[src/verilog/qla_addr_pkg.sv]
// qla register map
// bus widths, block and channel decode, register offsets and status bit positions

package qla_addr_pkg;

    // --------------------
    // bus types
    typedef logic [15:0] reg_addr_t;   // [15:12] block, [7:4] channel, [3:0] offset
    typedef logic [31:0] reg_data_t;

    localparam logic [3:0] ADDR_MAIN = 4'd0;   // only block with registers behind it

    // axis channel offsets, channels 1..4
    typedef enum logic [3:0] {
        OFF_ADC_DATA = 4'd0,   // current feedback
        OFF_DAC_CTRL = 4'd1    // current command
    } chan_off_e;

    // board channel offsets, channel 0
    typedef enum logic [3:0] {
        REG_STATUS  = 4'd0,
        REG_DIGIOUT = 4'd1,
        REG_IDVER   = 4'd2
    } board_off_e;

    // --------------------
    // status word layout
    localparam logic [4:0] ST_PWR_MASK   = 5'd19;
    localparam logic [4:0] ST_PWR_VAL    = 5'd18;
    localparam logic [4:0] ST_RELAY_MASK = 5'd17;
    localparam logic [4:0] ST_RELAY_VAL  = 5'd16;
    localparam logic [4:0] ST_SAFE_LO    = 5'd8;    // trips on read, amp masks on write
    localparam logic [4:0] ST_AMP_LO     = 5'd0;    // amp enable values
    localparam logic [4:0] ST_ID_LO      = 5'd24;   // rotary switch id

    // firmware tag, "QLA1"
    localparam reg_data_t HW_VERSION = 32'h514C_4131;

endpackage

[src/verilog/qla_axis_pkg.sv]
// qla axis definitions
// current encoding, dac frame format and overcurrent check limits

package qla_axis_pkg;

    localparam int NUM_AXES = 4;

    // --------------------
    // current values, offset binary
    typedef logic [15:0] cur_t;
    localparam cur_t CUR_MID = 16'h8000;   // zero current

    typedef logic [NUM_AXES-1:0] axis_bits_t;   // bit 0 is axis 1

    // --------------------
    // dac serial frame: cmd nibble, axis index nibble, 16-bit value
    localparam logic [3:0] DAC_CMD_WRITE_UPDATE = 4'd3;
    localparam int         DAC_FRAME_BITS       = 24;

    typedef enum logic [1:0] {
        DAC_IDLE,    // csel high, waiting for load
        DAC_LOAD,    // drop csel, first bit out
        DAC_SHIFT,   // two cycles per bit
        DAC_GAP      // csel high before the next frame
    } dac_state_e;

    // --------------------
    // safety limit is 2*|cmd| + margin, held for SAFETY_COUNT cycles
    localparam logic [15:0] SAFETY_MARGIN = 16'h0100;
    localparam logic [4:0]  SAFETY_COUNT  = 5'd16;

endpackage

[src/verilog/board_regs.sv]
// channel 0 board registers
// power, relay, amp enables and digital outputs, masked status writes
// amp disable pins combine power, enables and safety trips

`timescale 1ns/100ps

module board_regs (
    input  logic                       sysclk,
    input  logic                       arst_n,
    input  logic                       reg_wen,
    input  qla_addr_pkg::reg_addr_t    reg_waddr,
    input  qla_addr_pkg::reg_data_t    reg_wdata,
    input  logic [3:0]                 wenid,
    input  qla_axis_pkg::axis_bits_t   safety_disable,
    output qla_addr_pkg::reg_data_t    status_data,
    output qla_axis_pkg::axis_bits_t   digiout_data,
    output qla_axis_pkg::axis_bits_t   clear_disable,
    output logic                       pwr_enable,
    output logic                       relay_on,
    output qla_axis_pkg::axis_bits_t   amp_disable,
    output qla_axis_pkg::axis_bits_t   dout
);
    import qla_addr_pkg::*;
    import qla_axis_pkg::*;

    logic       chan0_wr;
    logic       status_wr;
    logic       digiout_wr;
    logic       pwr_on_wr;     // power enable write, clears all trips
    logic       pwr_off_wr;
    axis_bits_t amp_mask;
    axis_bits_t amp_val;
    axis_bits_t amp_on_wr;     // per-axis enable writes
    axis_bits_t amp_en;

    // --------------------
    // write decode
    assign chan0_wr   = reg_wen && (reg_waddr[15:12] == ADDR_MAIN) && (reg_waddr[7:4] == 4'd0);
    assign status_wr  = chan0_wr && (reg_waddr[3:0] == REG_STATUS);
    assign digiout_wr = chan0_wr && (reg_waddr[3:0] == REG_DIGIOUT);

    assign amp_mask   = reg_wdata[ST_SAFE_LO +: NUM_AXES];
    assign amp_val    = reg_wdata[ST_AMP_LO +: NUM_AXES];
    assign pwr_on_wr  = status_wr && reg_wdata[ST_PWR_MASK] && reg_wdata[ST_PWR_VAL];
    assign pwr_off_wr = status_wr && reg_wdata[ST_PWR_MASK] && !reg_wdata[ST_PWR_VAL];
    assign amp_on_wr  = status_wr ? (amp_mask & amp_val) : '0;

    assign clear_disable = {NUM_AXES{pwr_on_wr}} | amp_on_wr;

    // --------------------
    // control registers
    always_ff @(posedge sysclk or negedge arst_n) begin
        if (!arst_n) begin
            pwr_enable <= 1'b0;
            relay_on   <= 1'b0;
            amp_en     <= '0;
            dout       <= '0;
        end else begin
            if (status_wr) begin
                if (reg_wdata[ST_PWR_MASK])
                    pwr_enable <= reg_wdata[ST_PWR_VAL];
                if (reg_wdata[ST_RELAY_MASK])
                    relay_on <= reg_wdata[ST_RELAY_VAL];
                if (pwr_off_wr)
                    amp_en <= '0;                                // power off drops every amp
                else
                    amp_en <= (amp_en & ~amp_mask) | (amp_val & amp_mask);
            end
            if (digiout_wr)
                dout <= reg_wdata[NUM_AXES-1:0];
        end
    end

    // amp runs only with power on, enabled and not tripped
    assign amp_disable = ~({NUM_AXES{pwr_enable}} & amp_en & ~safety_disable);

    // --------------------
    // readback
    always_comb begin
        status_data                          = '0;
        status_data[ST_ID_LO +: 4]           = ~wenid;   // switch is active low
        status_data[ST_PWR_VAL]              = pwr_enable;
        status_data[ST_RELAY_VAL]            = relay_on;
        status_data[ST_SAFE_LO +: NUM_AXES]  = safety_disable;
        status_data[ST_AMP_LO +: NUM_AXES]   = amp_en;
    end

    assign digiout_data = dout;

endmodule

[src/verilog/dac_ctrl.sv]
// current command registers
// queues one dac update per written axis, lowest pending axis goes first

`timescale 1ns/100ps

module dac_ctrl (
    input  logic                                             sysclk,
    input  logic                                             arst_n,
    input  logic                                             reg_wen,
    input  qla_addr_pkg::reg_addr_t                          reg_waddr,
    input  qla_addr_pkg::reg_data_t                          reg_wdata,
    output qla_axis_pkg::cur_t [qla_axis_pkg::NUM_AXES-1:0]  cur_cmd,
    output logic                                             dac_sclk,
    output logic                                             dac_mosi,
    output logic                                             dac_csel
);
    import qla_addr_pkg::*;
    import qla_axis_pkg::*;

    logic       cmd_wr;
    logic [1:0] wr_axis;
    axis_bits_t pending;     // written but not yet sent
    logic       busy;
    logic       load;
    logic [1:0] load_axis;

    assign wr_axis = 2'(reg_waddr[7:4] - 4'd1);
    assign cmd_wr  = reg_wen && (reg_waddr[15:12] == ADDR_MAIN) && (reg_waddr[7:4] != 4'd0)
                     && (reg_waddr[7:4] <= 4'(NUM_AXES)) && (reg_waddr[3:0] == OFF_DAC_CTRL);

    // lowest pending axis wins
    always_comb begin
        load_axis = '0;
        for (int i = NUM_AXES - 1; i >= 0; i--) begin
            if (pending[i])
                load_axis = 2'(i);
        end
    end

    assign load = !busy && (pending != '0);

    always_ff @(posedge sysclk or negedge arst_n) begin
        if (!arst_n) begin
            cur_cmd <= {NUM_AXES{CUR_MID}};   // zero current
            pending <= '0;
        end else begin
            if (cmd_wr)
                cur_cmd[wr_axis] <= reg_wdata[15:0];
            // a write landing with its own load stays pending, so the new value still goes out
            pending <= (pending & ~(load ? axis_bits_t'(1) << load_axis : '0))
                       | (cmd_wr ? axis_bits_t'(1) << wr_axis : '0);
        end
    end

    dac_spi i_dac_spi (
        .sysclk     (sysclk),
        .arst_n     (arst_n),
        .load       (load),
        .load_axis  (load_axis),
        .load_value (cur_cmd[load_axis]),
        .busy       (busy),
        .sclk       (dac_sclk),
        .mosi       (dac_mosi),
        .csel       (dac_csel)
    );

endmodule

[src/verilog/dac_spi.sv]
// dac serial shifter
// sends one 24-bit frame msb first, two cycles per bit, then a short csel-high gap

`timescale 1ns/100ps

module dac_spi (
    input  logic               sysclk,
    input  logic               arst_n,
    input  logic               load,         // start a frame, taken only when idle
    input  logic [1:0]         load_axis,
    input  qla_axis_pkg::cur_t load_value,
    output logic               busy,
    output logic               sclk,
    output logic               mosi,
    output logic               csel
);
    import qla_axis_pkg::*;

    localparam logic [4:0] LAST_BIT = 5'(DAC_FRAME_BITS - 1);
    localparam logic [4:0] GAP_LEN  = 5'd2;   // idle cycles with csel high

    dac_state_e                state;
    logic [DAC_FRAME_BITS-1:0] shreg;
    logic [4:0]                cnt;     // bit index while shifting, gap cycles after
    logic                      phase;   // 0 sclk low, 1 sclk high

    assign busy = (state != DAC_IDLE);

    always_ff @(posedge sysclk or negedge arst_n) begin
        if (!arst_n) begin
            state <= DAC_IDLE;
            shreg <= '0;
            cnt   <= '0;
            phase <= 1'b0;
            sclk  <= 1'b0;
            mosi  <= 1'b0;
            csel  <= 1'b1;
        end else begin
            case (state)
                DAC_IDLE: begin
                    if (load) begin
                        shreg <= {DAC_CMD_WRITE_UPDATE, 2'b00, load_axis, load_value};
                        state <= DAC_LOAD;
                    end
                end
                DAC_LOAD: begin
                    csel  <= 1'b0;
                    mosi  <= shreg[DAC_FRAME_BITS-1];   // first bit set up with sclk low
                    cnt   <= '0;
                    phase <= 1'b0;
                    state <= DAC_SHIFT;
                end
                DAC_SHIFT: begin
                    phase <= ~phase;
                    if (!phase) begin
                        sclk <= 1'b1;   // rising edge mid-bit
                    end else begin
                        sclk <= 1'b0;
                        if (cnt == LAST_BIT) begin
                            csel  <= 1'b1;   // frame done
                            mosi  <= 1'b0;
                            cnt   <= '0;
                            state <= DAC_GAP;
                        end else begin
                            shreg <= shreg << 1;
                            mosi  <= shreg[DAC_FRAME_BITS-2];
                            cnt   <= cnt + 5'd1;
                        end
                    end
                end
                DAC_GAP: begin
                    cnt <= cnt + 5'd1;
                    if (cnt == GAP_LEN - 5'd1)
                        state <= DAC_IDLE;
                end
                default: state <= DAC_IDLE;
            endcase
        end
    end

endmodule

[src/verilog/qla_board.sv]
// qla motor axis core, top level
// register bus, board registers, dac command path and per-axis overcurrent checks

`timescale 1ns/100ps

module qla_board (
    input  logic                                             sysclk,
    input  logic                                             arst_n,
    input  logic                                             reg_wen,     // one-cycle write strobe
    input  qla_addr_pkg::reg_addr_t                          reg_waddr,
    input  qla_addr_pkg::reg_data_t                          reg_wdata,
    input  qla_addr_pkg::reg_addr_t                          reg_raddr,   // free running
    input  logic [3:0]                                       wenid,       // rotary switch
    input  qla_axis_pkg::cur_t [qla_axis_pkg::NUM_AXES-1:0]  cur_fb,
    output qla_addr_pkg::reg_data_t                          reg_rdata,
    output logic                                             pwr_enable,
    output logic                                             relay_on,
    output qla_axis_pkg::axis_bits_t                         amp_disable,
    output qla_axis_pkg::axis_bits_t                         dout,
    output logic                                             dac_sclk,
    output logic                                             dac_mosi,
    output logic                                             dac_csel
);
    import qla_addr_pkg::*;
    import qla_axis_pkg::*;

    reg_data_t                status_data;
    axis_bits_t               digiout_data;
    axis_bits_t               clear_disable;    // power or amp enable pulse per axis
    axis_bits_t               safety_disable;   // sticky trips
    cur_t [NUM_AXES-1:0]      cur_cmd;

    // --------------------
    // read path
    reg_read_mux i_reg_read_mux (
        .sysclk       (sysclk),
        .arst_n       (arst_n),
        .reg_raddr    (reg_raddr),
        .status_data  (status_data),
        .digiout_data (digiout_data),
        .cur_fb       (cur_fb),
        .cur_cmd      (cur_cmd),
        .reg_rdata    (reg_rdata)
    );

    // --------------------
    // channel 0
    board_regs i_board_regs (
        .sysclk         (sysclk),
        .arst_n         (arst_n),
        .reg_wen        (reg_wen),
        .reg_waddr      (reg_waddr),
        .reg_wdata      (reg_wdata),
        .wenid          (wenid),
        .safety_disable (safety_disable),
        .status_data    (status_data),
        .digiout_data   (digiout_data),
        .clear_disable  (clear_disable),
        .pwr_enable     (pwr_enable),
        .relay_on       (relay_on),
        .amp_disable    (amp_disable),
        .dout           (dout)
    );

    // --------------------
    // current commands and dac
    dac_ctrl i_dac_ctrl (
        .sysclk    (sysclk),
        .arst_n    (arst_n),
        .reg_wen   (reg_wen),
        .reg_waddr (reg_waddr),
        .reg_wdata (reg_wdata),
        .cur_cmd   (cur_cmd),
        .dac_sclk  (dac_sclk),
        .dac_mosi  (dac_mosi),
        .dac_csel  (dac_csel)
    );

    // --------------------
    // one overcurrent check per axis
    for (genvar i = 0; i < NUM_AXES; i++) begin : g_safe
        safety_check i_safety_check (
            .sysclk  (sysclk),
            .arst_n  (arst_n),
            .cur_in  (cur_fb[i]),
            .cmd_in  (cur_cmd[i]),
            .clear   (clear_disable[i]),
            .tripped (safety_disable[i])
        );
    end

endmodule

[src/verilog/reg_read_mux.sv]
// register read decode
// selects board, axis feedback or command data by address, one cycle latency

`timescale 1ns/100ps

module reg_read_mux (
    input  logic                                             sysclk,
    input  logic                                             arst_n,
    input  qla_addr_pkg::reg_addr_t                          reg_raddr,
    input  qla_addr_pkg::reg_data_t                          status_data,
    input  qla_axis_pkg::axis_bits_t                         digiout_data,
    input  qla_axis_pkg::cur_t [qla_axis_pkg::NUM_AXES-1:0]  cur_fb,
    input  qla_axis_pkg::cur_t [qla_axis_pkg::NUM_AXES-1:0]  cur_cmd,
    output qla_addr_pkg::reg_data_t                          reg_rdata
);
    import qla_addr_pkg::*;
    import qla_axis_pkg::*;

    logic [3:0] blk;
    logic [3:0] chan;
    logic [3:0] off;
    logic [1:0] axis_idx;   // channel 1..4 -> 0..3
    logic       is_axis;
    reg_data_t  rd_next;

    assign blk      = reg_raddr[15:12];
    assign chan     = reg_raddr[7:4];
    assign off      = reg_raddr[3:0];
    assign axis_idx = 2'(chan - 4'd1);
    assign is_axis  = (chan != 4'd0) && (chan <= 4'(NUM_AXES));

    always_comb begin
        rd_next = '0;   // unmapped and other blocks read zero
        if (blk == ADDR_MAIN) begin
            if (chan == 4'd0) begin
                case (off)
                    REG_STATUS:  rd_next = status_data;
                    REG_DIGIOUT: rd_next = {{(32-NUM_AXES){1'b0}}, digiout_data};
                    REG_IDVER:   rd_next = HW_VERSION;
                    default:     rd_next = '0;
                endcase
            end else if (is_axis) begin
                case (off)
                    OFF_ADC_DATA: rd_next = {16'h0000, cur_fb[axis_idx]};
                    OFF_DAC_CTRL: rd_next = {16'h0000, cur_cmd[axis_idx]};
                    default:      rd_next = '0;
                endcase
            end
        end
    end

    // registered read data
    always_ff @(posedge sysclk or negedge arst_n) begin
        if (!arst_n) begin
            reg_rdata <= '0;
        end else begin
            reg_rdata <= rd_next;
        end
    end

endmodule

[src/verilog/safety_check.sv]
// overcurrent check for one axis
// trips when |fb| > 2*|cmd| + margin for SAFETY_COUNT cycles in a row, sticky until clear

`timescale 1ns/100ps

module safety_check (
    input  logic               sysclk,
    input  logic               arst_n,
    input  qla_axis_pkg::cur_t cur_in,    // feedback
    input  qla_axis_pkg::cur_t cmd_in,    // command
    input  logic               clear,
    output logic               tripped
);
    import qla_axis_pkg::*;

    logic [15:0] cur_mag;
    logic [15:0] cmd_mag;
    logic [17:0] limit;   // room for 2*0x8000 + margin
    logic        over;
    logic [4:0]  over_cnt;

    // magnitudes about midscale
    assign cur_mag = (cur_in >= CUR_MID) ? cur_in - CUR_MID : CUR_MID - cur_in;
    assign cmd_mag = (cmd_in >= CUR_MID) ? cmd_in - CUR_MID : CUR_MID - cmd_in;
    assign limit   = {1'b0, cmd_mag, 1'b0} + {2'b00, SAFETY_MARGIN};
    assign over    = {2'b00, cur_mag} > limit;

    always_ff @(posedge sysclk or negedge arst_n) begin
        if (!arst_n) begin
            over_cnt <= '0;
            tripped  <= 1'b0;
        end else if (clear) begin   // clear beats a trip in the same cycle
            over_cnt <= '0;
            tripped  <= 1'b0;
        end else if (!over) begin
            over_cnt <= '0;         // any in-limit cycle restarts the count
        end else if (over_cnt == SAFETY_COUNT - 5'd1) begin
            tripped  <= 1'b1;       // count holds here while over
        end else begin
            over_cnt <= over_cnt + 5'd1;
        end
    end

endmodule
[config.mk]
export PLATFORM = sky130hd
export DESIGN_NAME = qla_board
export DESIGN_NICKNAME = d
export VERILOG_FILES = /design/src/verilog/qla_addr_pkg.sv /design/src/verilog/qla_axis_pkg.sv /design/src/verilog/board_regs.sv /design/src/verilog/dac_ctrl.sv /design/src/verilog/dac_spi.sv /design/src/verilog/qla_board.sv /design/src/verilog/reg_read_mux.sv /design/src/verilog/safety_check.sv
export SDC_FILE = /design/constraint.sdc
export NUM_CORES = 1
export LEC_CHECK = 0
export BUFFER_PORTS_ARGS = -buffer_cell sky130_fd_sc_hd__buf_2
export CAP_MARGIN = 10
export CORE_ASPECT_RATIO = 1.5
export CORE_UTILIZATION = 30
export CTS_BUF_LIST = sky130_fd_sc_hd__clkbuf_16
export DETAILED_ROUTE_END_ITERATION = 8
export PLACE_DENSITY = 0.56
export SETUP_SLACK_MARGIN = 0.1
export SKIP_CTS_REPAIR_TIMING = 1
export SLEW_MARGIN = 20
export SYNTH_ARGS = -nofsm -noshare
export SYNTH_HDL_FRONTEND = slang
export SYNTH_SLANG_ARGS = --single-unit
[constraint.sdc]
create_clock -name sysclk -period 11.6 [get_ports sysclk]
set_clock_uncertainty 0.1 [all_clocks]
set_input_delay 1.74 -clock sysclk [delete_from_list [all_inputs] [get_ports sysclk]]
set_output_delay 1.74 -clock sysclk [all_outputs]
set_load 0.1 [all_outputs]
### After elaboration in Yosys (flattened, before gate mapping)

Index checks and enable logic that the tools add are counted.

* output and inout bits: 45
* flip-flop bits (word level): 169
* word-level logic and storage cells: 229

* eq/ne operators: 21
* bitwise operators: 14
* $add $sub $neg: 27
* shift-type cells: 2
* multiplexer cells: 74
* magnitude comparators: 18
* reduce and logical (&&, ||, !) cells: 48

Operators with widths (count)
* 16-bit two-way mux: 12
* 16-bit greater-or-equal comparator, second input constant: 8
* 16-bit subtractor, first input constant: 8
* 16-bit subtractor, second input constant: 8
* 16-bit binary-select mux with 2-bit select: 3
* 32-bit two-way mux: 3
* 31-bit case mux with 3 select lines: 1
* 17-bit by 9-bit adder with 18-bit output, second input constant: 4
* 16-bit by 18-bit greater-than comparator with 1-bit output: 4
* 24-bit two-way mux: 3
* 5-bit two-way mux: 14
* 64-bit bitwise mux: 1
* 24-bit case mux with 2 select lines: 1
* 16-bit demux with 2-bit select: 1
* 16-bit case mux with 2 select lines: 1
* 5-bit by 1-bit adder with 5-bit output, second input constant: 5
* 4-bit zero test: 6
* 2-bit nonzero test: 11
* 4-bit AND: 5
* 5-bit by 4-bit == test with 1-bit output, second input constant: 4
* 4-bit inverter: 5
* 1-bit two-way mux: 17
* 2-bit two-way mux: 8
* 4-bit two-way mux: 4
* other kinds (27): 67

### Depth between registers and ports, before layout

* depth in word-level cells: 9
* depth in mapped cells: 17
* depth with buffers taken out: 17

### Hierarchy

A second synthesis with hierarchy kept.

* cells, all modules: 1459
* area, all modules: 14385.0 um2

By module, submodules not included
* dac_ctrl: sequential area each 1706.6 um2, area an instance 3378.2 um2, times used 1, cells an instance 243
* reg_read_mux: sequential area each 800.8 um2, area an instance 2142.1 um2, times used 1, cells an instance 157
* dac_spi: sequential area each 877.1 um2, area an instance 2009.4 um2, times used 1, cells an instance 207
* safety_check at g_safe[3].i_safety_check: sequential area each 150.1 um2, area an instance 1617.8 um2, times used 1, cells an instance 191
* safety_check at g_safe[0].i_safety_check: sequential area each 150.1 um2, area an instance 1559.0 um2, times used 1, cells an instance 194
* safety_check at g_safe[2].i_safety_check: sequential area each 150.1 um2, area an instance 1481.4 um2, times used 1, cells an instance 195
* safety_check at g_safe[1].i_safety_check: sequential area each 150.1 um2, area an instance 1426.4 um2, times used 1, cells an instance 184
* board_regs: sequential area each 250.2 um2, area an instance 770.7 um2, times used 1, cells an instance 88

### Worst setup path after synthesis

No wires, ideal clock.

* path type: input -> register
* from: in cur_fb[5] (netlist bit)
* to: reg g_safe[0].i_safety_check.tripped
* arrival time: 4.360 ns
* stages: 12
* slack: 7.001 ns
* cell sequence: nor4_1 nor4b_1 and2_1 a21oi_1 xor2_1 ha_1 and4_1 nand3_1 or4_1 and3_1 o311ai_2 o21ai_0

* word-level cells in the longest chain between the ends: 5

RTL lines
* start, declared: RTL line qla_board.sv:14 `input qla_axis_pkg::cur_t [qla_axis_pkg::NUM_AXES-1:0] cur_fb,`
* 16-bit subtractor or 16-bit greater-or-equal comparator (tied branches): RTL line safety_check.sv:23 `assign cur_mag = (cur_in >= CUR_MID) ? cur_in - CUR_MID : CUR_MID - cur_in;`
* 16-bit two-way mux (*): RTL line safety_check.sv:23
* 16-bit by 18-bit greater-than comparator with 1-bit output (*): RTL line safety_check.sv:26 `assign over = {2'b00, cur_mag} > limit;`
* 2-bit nonzero test (no line) (*)
* 2-bit AND reduction (no line) (*)
* end signal, assigned: RTL line safety_check.sv:31 `tripped <= 1'b0;`
* end signal, assigned: RTL line safety_check.sv:34 `tripped <= 1'b0;`
* end signal, assigned: RTL line safety_check.sv:38 `tripped <= 1'b1;`
* end, declared: RTL line safety_check.sv:12 `output logic tripped`

Mark *: on every way between the ends. The rest lies on a longest branch, timed or not.
A chain may end at the register's enable or synchronous reset.

### Worst setup path after layout

* from: in cur_fb[19] (netlist bit)
* to: reg g_safe[1].i_safety_check.tripped

* word-level cells in the longest chain between the ends: 5

RTL lines (RTL line)
* 16-bit subtractor or 16-bit greater-or-equal comparator (tied branches): safety_check.sv:23
* 16-bit two-way mux (*): safety_check.sv:23
* 16-bit by 18-bit greater-than comparator with 1-bit output (*): safety_check.sv:26
* 2-bit nonzero test (no line) (*)
* 2-bit AND reduction (no line) (*)
* end signal, assigned: safety_check.sv:31
* end signal, assigned: safety_check.sv:34
* end signal, assigned: safety_check.sv:38
* end, declared: safety_check.sv:12

Marked as above.

==> flow_summary.ini <==
[logic_synthesis]
synth.area.top_cells = dfrtp_1 (30%), ha_1 (8.4%), mux2_2 (7.5%), mux4_2 (5.4%), xor2_1 (5.0%)
synthMuxAreaShare = 0.142
avgSynthCellArea_sq_um = 9.38
synthArstFlopShare = 1.00
synth_ff_type = dfrtp_1
yosysWarnings = 0
synth_edf_count = 0
synthTopCellsByCount = dfrtp_1 (155), nor2_1 (147), ha_1 (87)
synth_cell_types = 82
yosysTopAreaCell = dfrtp_1
yosys.area_share.simple = 0.179
synth_top_family_by_area = simple AND/OR/NAND/NOR gates
yosysTopAreaCellShare = 0.300
synth-compound-area-share = 0.142
synth_xor_area_frac = 0.0981
syn_inst = 1380
synthAdderAreaFrac = 0.0841
synthesis.area_sq_um = 12900
postSynthRegisterBits = 160
yosysMostFrequentCell = dfrtp_1
seq_area_frac_synth = 0.310

[cells_and_area]
nets = 1713
final_core_util = 0.350
drive_gt1_frac = 0.233
fillers = 4334
area_growth_pct = 14.2

[die]
die_w_um = 172
die_y_um = 256
io_pins = 180
core_region_area_sq_um = 42200
start_util = 0.306
std_cell_rows = 92
dieArea_sq_um = 44000

[hold_path]
hp-class = flip-flop to flip-flop

[global_routing]
grt_max_degree = 86
grt_usage = 0.203
grt_pass1_vias = 11000
grt_first_pass_wirelength_um = 66000
antenna_found_initial = 8
overflow = 0

[timing]
setup-tns-final_ps = 0
finalWorstPathRequiredPeriod_ps = 5170
fin_crit_sh = 0.446
maxSlewViolCount = 0
max_freq_mhz = 193
rsz0062_at_grt = false
finalSetupViolations = 0
worst_pin_slew_ps = 1110
fin_ws_ps = 6430
slew-limit-headroom = 0.255
hold_viol = 0

[worst_setup_path]
cp-end-kind = flip-flop
start_kind = primary input
path_cells = buf_2 > nor4_1 > nor3b_1 > and2_1 > a31oi_1 > xor2_1 > ha_1 > nand4_1 > nor4_1 > a221o_1 > nand4_1 > o31ai_1
critPathSlowestCell = nor4_1
crit_required_ps = 11870
arrival_ps = 5440
cpPeakStageDelay_ps = 670
cp_max_fo = 6
criticalPathCategory = primary input to flip-flop

[place]
gp_congestion = 0.914
preCtsSetupSlack_ps = 5930
portBuffers = 153
dp.final_hpwl_um = 34600

[route]
drc = 0
avgViaCountPerCell = 5.41
postRouteAntennaNets = 0
wl_um = 44100
routedWlPerCell_um = 21.3
vias = 11200
drt_iter0_markers = 791
firstDrtPassIters = 5

[cts]
clock-sinks = 160
clkTransAtPathRegs_ps = 70
htree_levels = 4
cts_made_buffers = 17
cts_buffer_depth = 2
cts_tree = built
clock_latency_ps = 460
clock-root-buffer = clkbuf_16

[pwr]
p_leak_nw = 6.60
switchingPower_mw = 0.416
power_frac_seq = 0.420
power.internal_mw = 0.927
clkPwrFrac = 0.420
combPwrFrac = 0.160
vdd_ir_drop_max_mv = 0.107
finalPower_mw = 1.34
switching_share = 0.310
power.density_nw_per_um2 = 90.8

[run]
drv_cap = 0

[run_status]
status = completed
[through the flow]
step | hold slack, ps | area [sq um] | std cells
floorplan | 353 | 13000 | 1385
global placement | 379 | 14200 | 2036
detailed placement | 390 | 14200 | 2036
CTS | 409 | 14800 | 2068
global route | 427 | 14800 | 2069
finish | 405 | 14800 | 2069
[worst paths after layout]
kind,start,endpoint,slack (ps),depth (start not counted)
max,cur_fb[19],g_safe[1].i_safety_check.tripped,6430,12
min,i_dac_ctrl.i_dac_spi.shreg[20],i_dac_ctrl.i_dac_spi.shreg[21],410,1
max reg2reg,i_dac_ctrl.cur_cmd[38],g_safe[2].i_safety_check.tripped,6730,14
min reg2reg,i_dac_ctrl.i_dac_spi.shreg[20],i_dac_ctrl.i_dac_spi.shreg[21],410,1
max in group asynchronous,arst_n,i_board_regs.amp_en[2],8920,2
min in group asynchronous,arst_n,g_safe[1].i_safety_check.over_cnt[2],1230,1
[cells in the final DEF, fill, tap and decap left out, types with 18 or more instances in the layout]
cell type	n
a31oi_1	28
nand2_1	82
nor2b_1	22
o21ai_0	51
buf_2	151
inv_1	62
nor3_1	41
a21oi_1	79
mux4_2	31
dfrtp_1	155
nand3_1	21
nand4_1	18
a22oi_1	23
xor2_1	74
mux2_2	86
nor2_1	147
xnor2_1	71
ha_1	87
[routing by layer]
metal / up-vias / share of wire / track usage
li1: 5253 / - / -
met1: 5361 / 0.37 / 0.221
met2: 432 / 0.47 / 0.338
met3: 128 / 0.065 / 0.0384
met4: 14 / 0.085 / 0.165
met5: - / 0.0019 / 0
[layout make-up]
cell class	instances	area, sq um	share of cell area
Tap cell	564	706	0.0477
Multi-Input combinational cell	1087	8410	0.569
Timing Repair Buffer	163	853	0.0577
Inverter	62	233	0.0157
Antenna cell	1	2.50	0.000169
Sequential cell	160	4010	0.271
Clock inverter	15	144	0.00973
Clock buffer	17	425	0.0288
[power groups by stage]
| stage | registers [mW] | logic (mW) | clock network, mW |
|---|---|---|---|
| global placement | 0.575 | 0.210 | 0 |
| CTS | 0.564 | 0.215 | 0.577 |
| floorplan | 0.573 | 0.128 | 0 |
| global route | 0.564 | 0.237 | 0.597 |
| finish | 0.564 | 0.215 | 0.563 |
| detailed placement | 0.575 | 0.213 | 0 |
[sequential cells by signal (all words and copies together), names as in the netlist]
register / cells
i_dac_ctrl.i_dac_spi.cnt: 5
i_dac_ctrl.cur_cmd: 64
i_dac_ctrl.i_dac_spi.phase: 1
i_dac_ctrl.i_dac_spi.shreg: 24
i_dac_ctrl.pending: 4
i_dac_ctrl.i_dac_spi.mosi: 1
i_dac_ctrl.i_dac_spi.sclk: 1
i_board_regs.pwr_enable: 1
i_reg_read_mux.reg_rdata: 23
g_safe.i_safety_check.tripped: 4
i_board_regs.digiout_data: 4
i_dac_ctrl.i_dac_spi.state: 2
i_board_regs.relay_on: 1
i_board_regs.amp_en: 4
g_safe.i_safety_check.over_cnt: 20
i_dac_ctrl.i_dac_spi.csel: 1
[critical path, delay by kind of cell]
| kind | cells | cell delay, ps |
|---|---|---|
| AO/OA/AOI/OAI | 3 | 710 |
| XOR/XNOR | 1 | 170 |
| buffers and inverters | 1 | 140 |
| adder cells (fa/ha/maj) | 1 | 330 |
| AND/OR/NAND/NOR | 6 | 2360 |
[logic make-up after synthesis]
| logic type | count (synthesis) |
|---|---|
| fa+ha+maj | 87 |
| other cells | 1 |
| xor+xnor | 145 |
| simple gates | 442 |
| compound gates | 275 |
| flops | 160 |
| buf+inv | 138 |
| mux | 132 |
No activity file was read; power rests on OpenSTA's default activity.
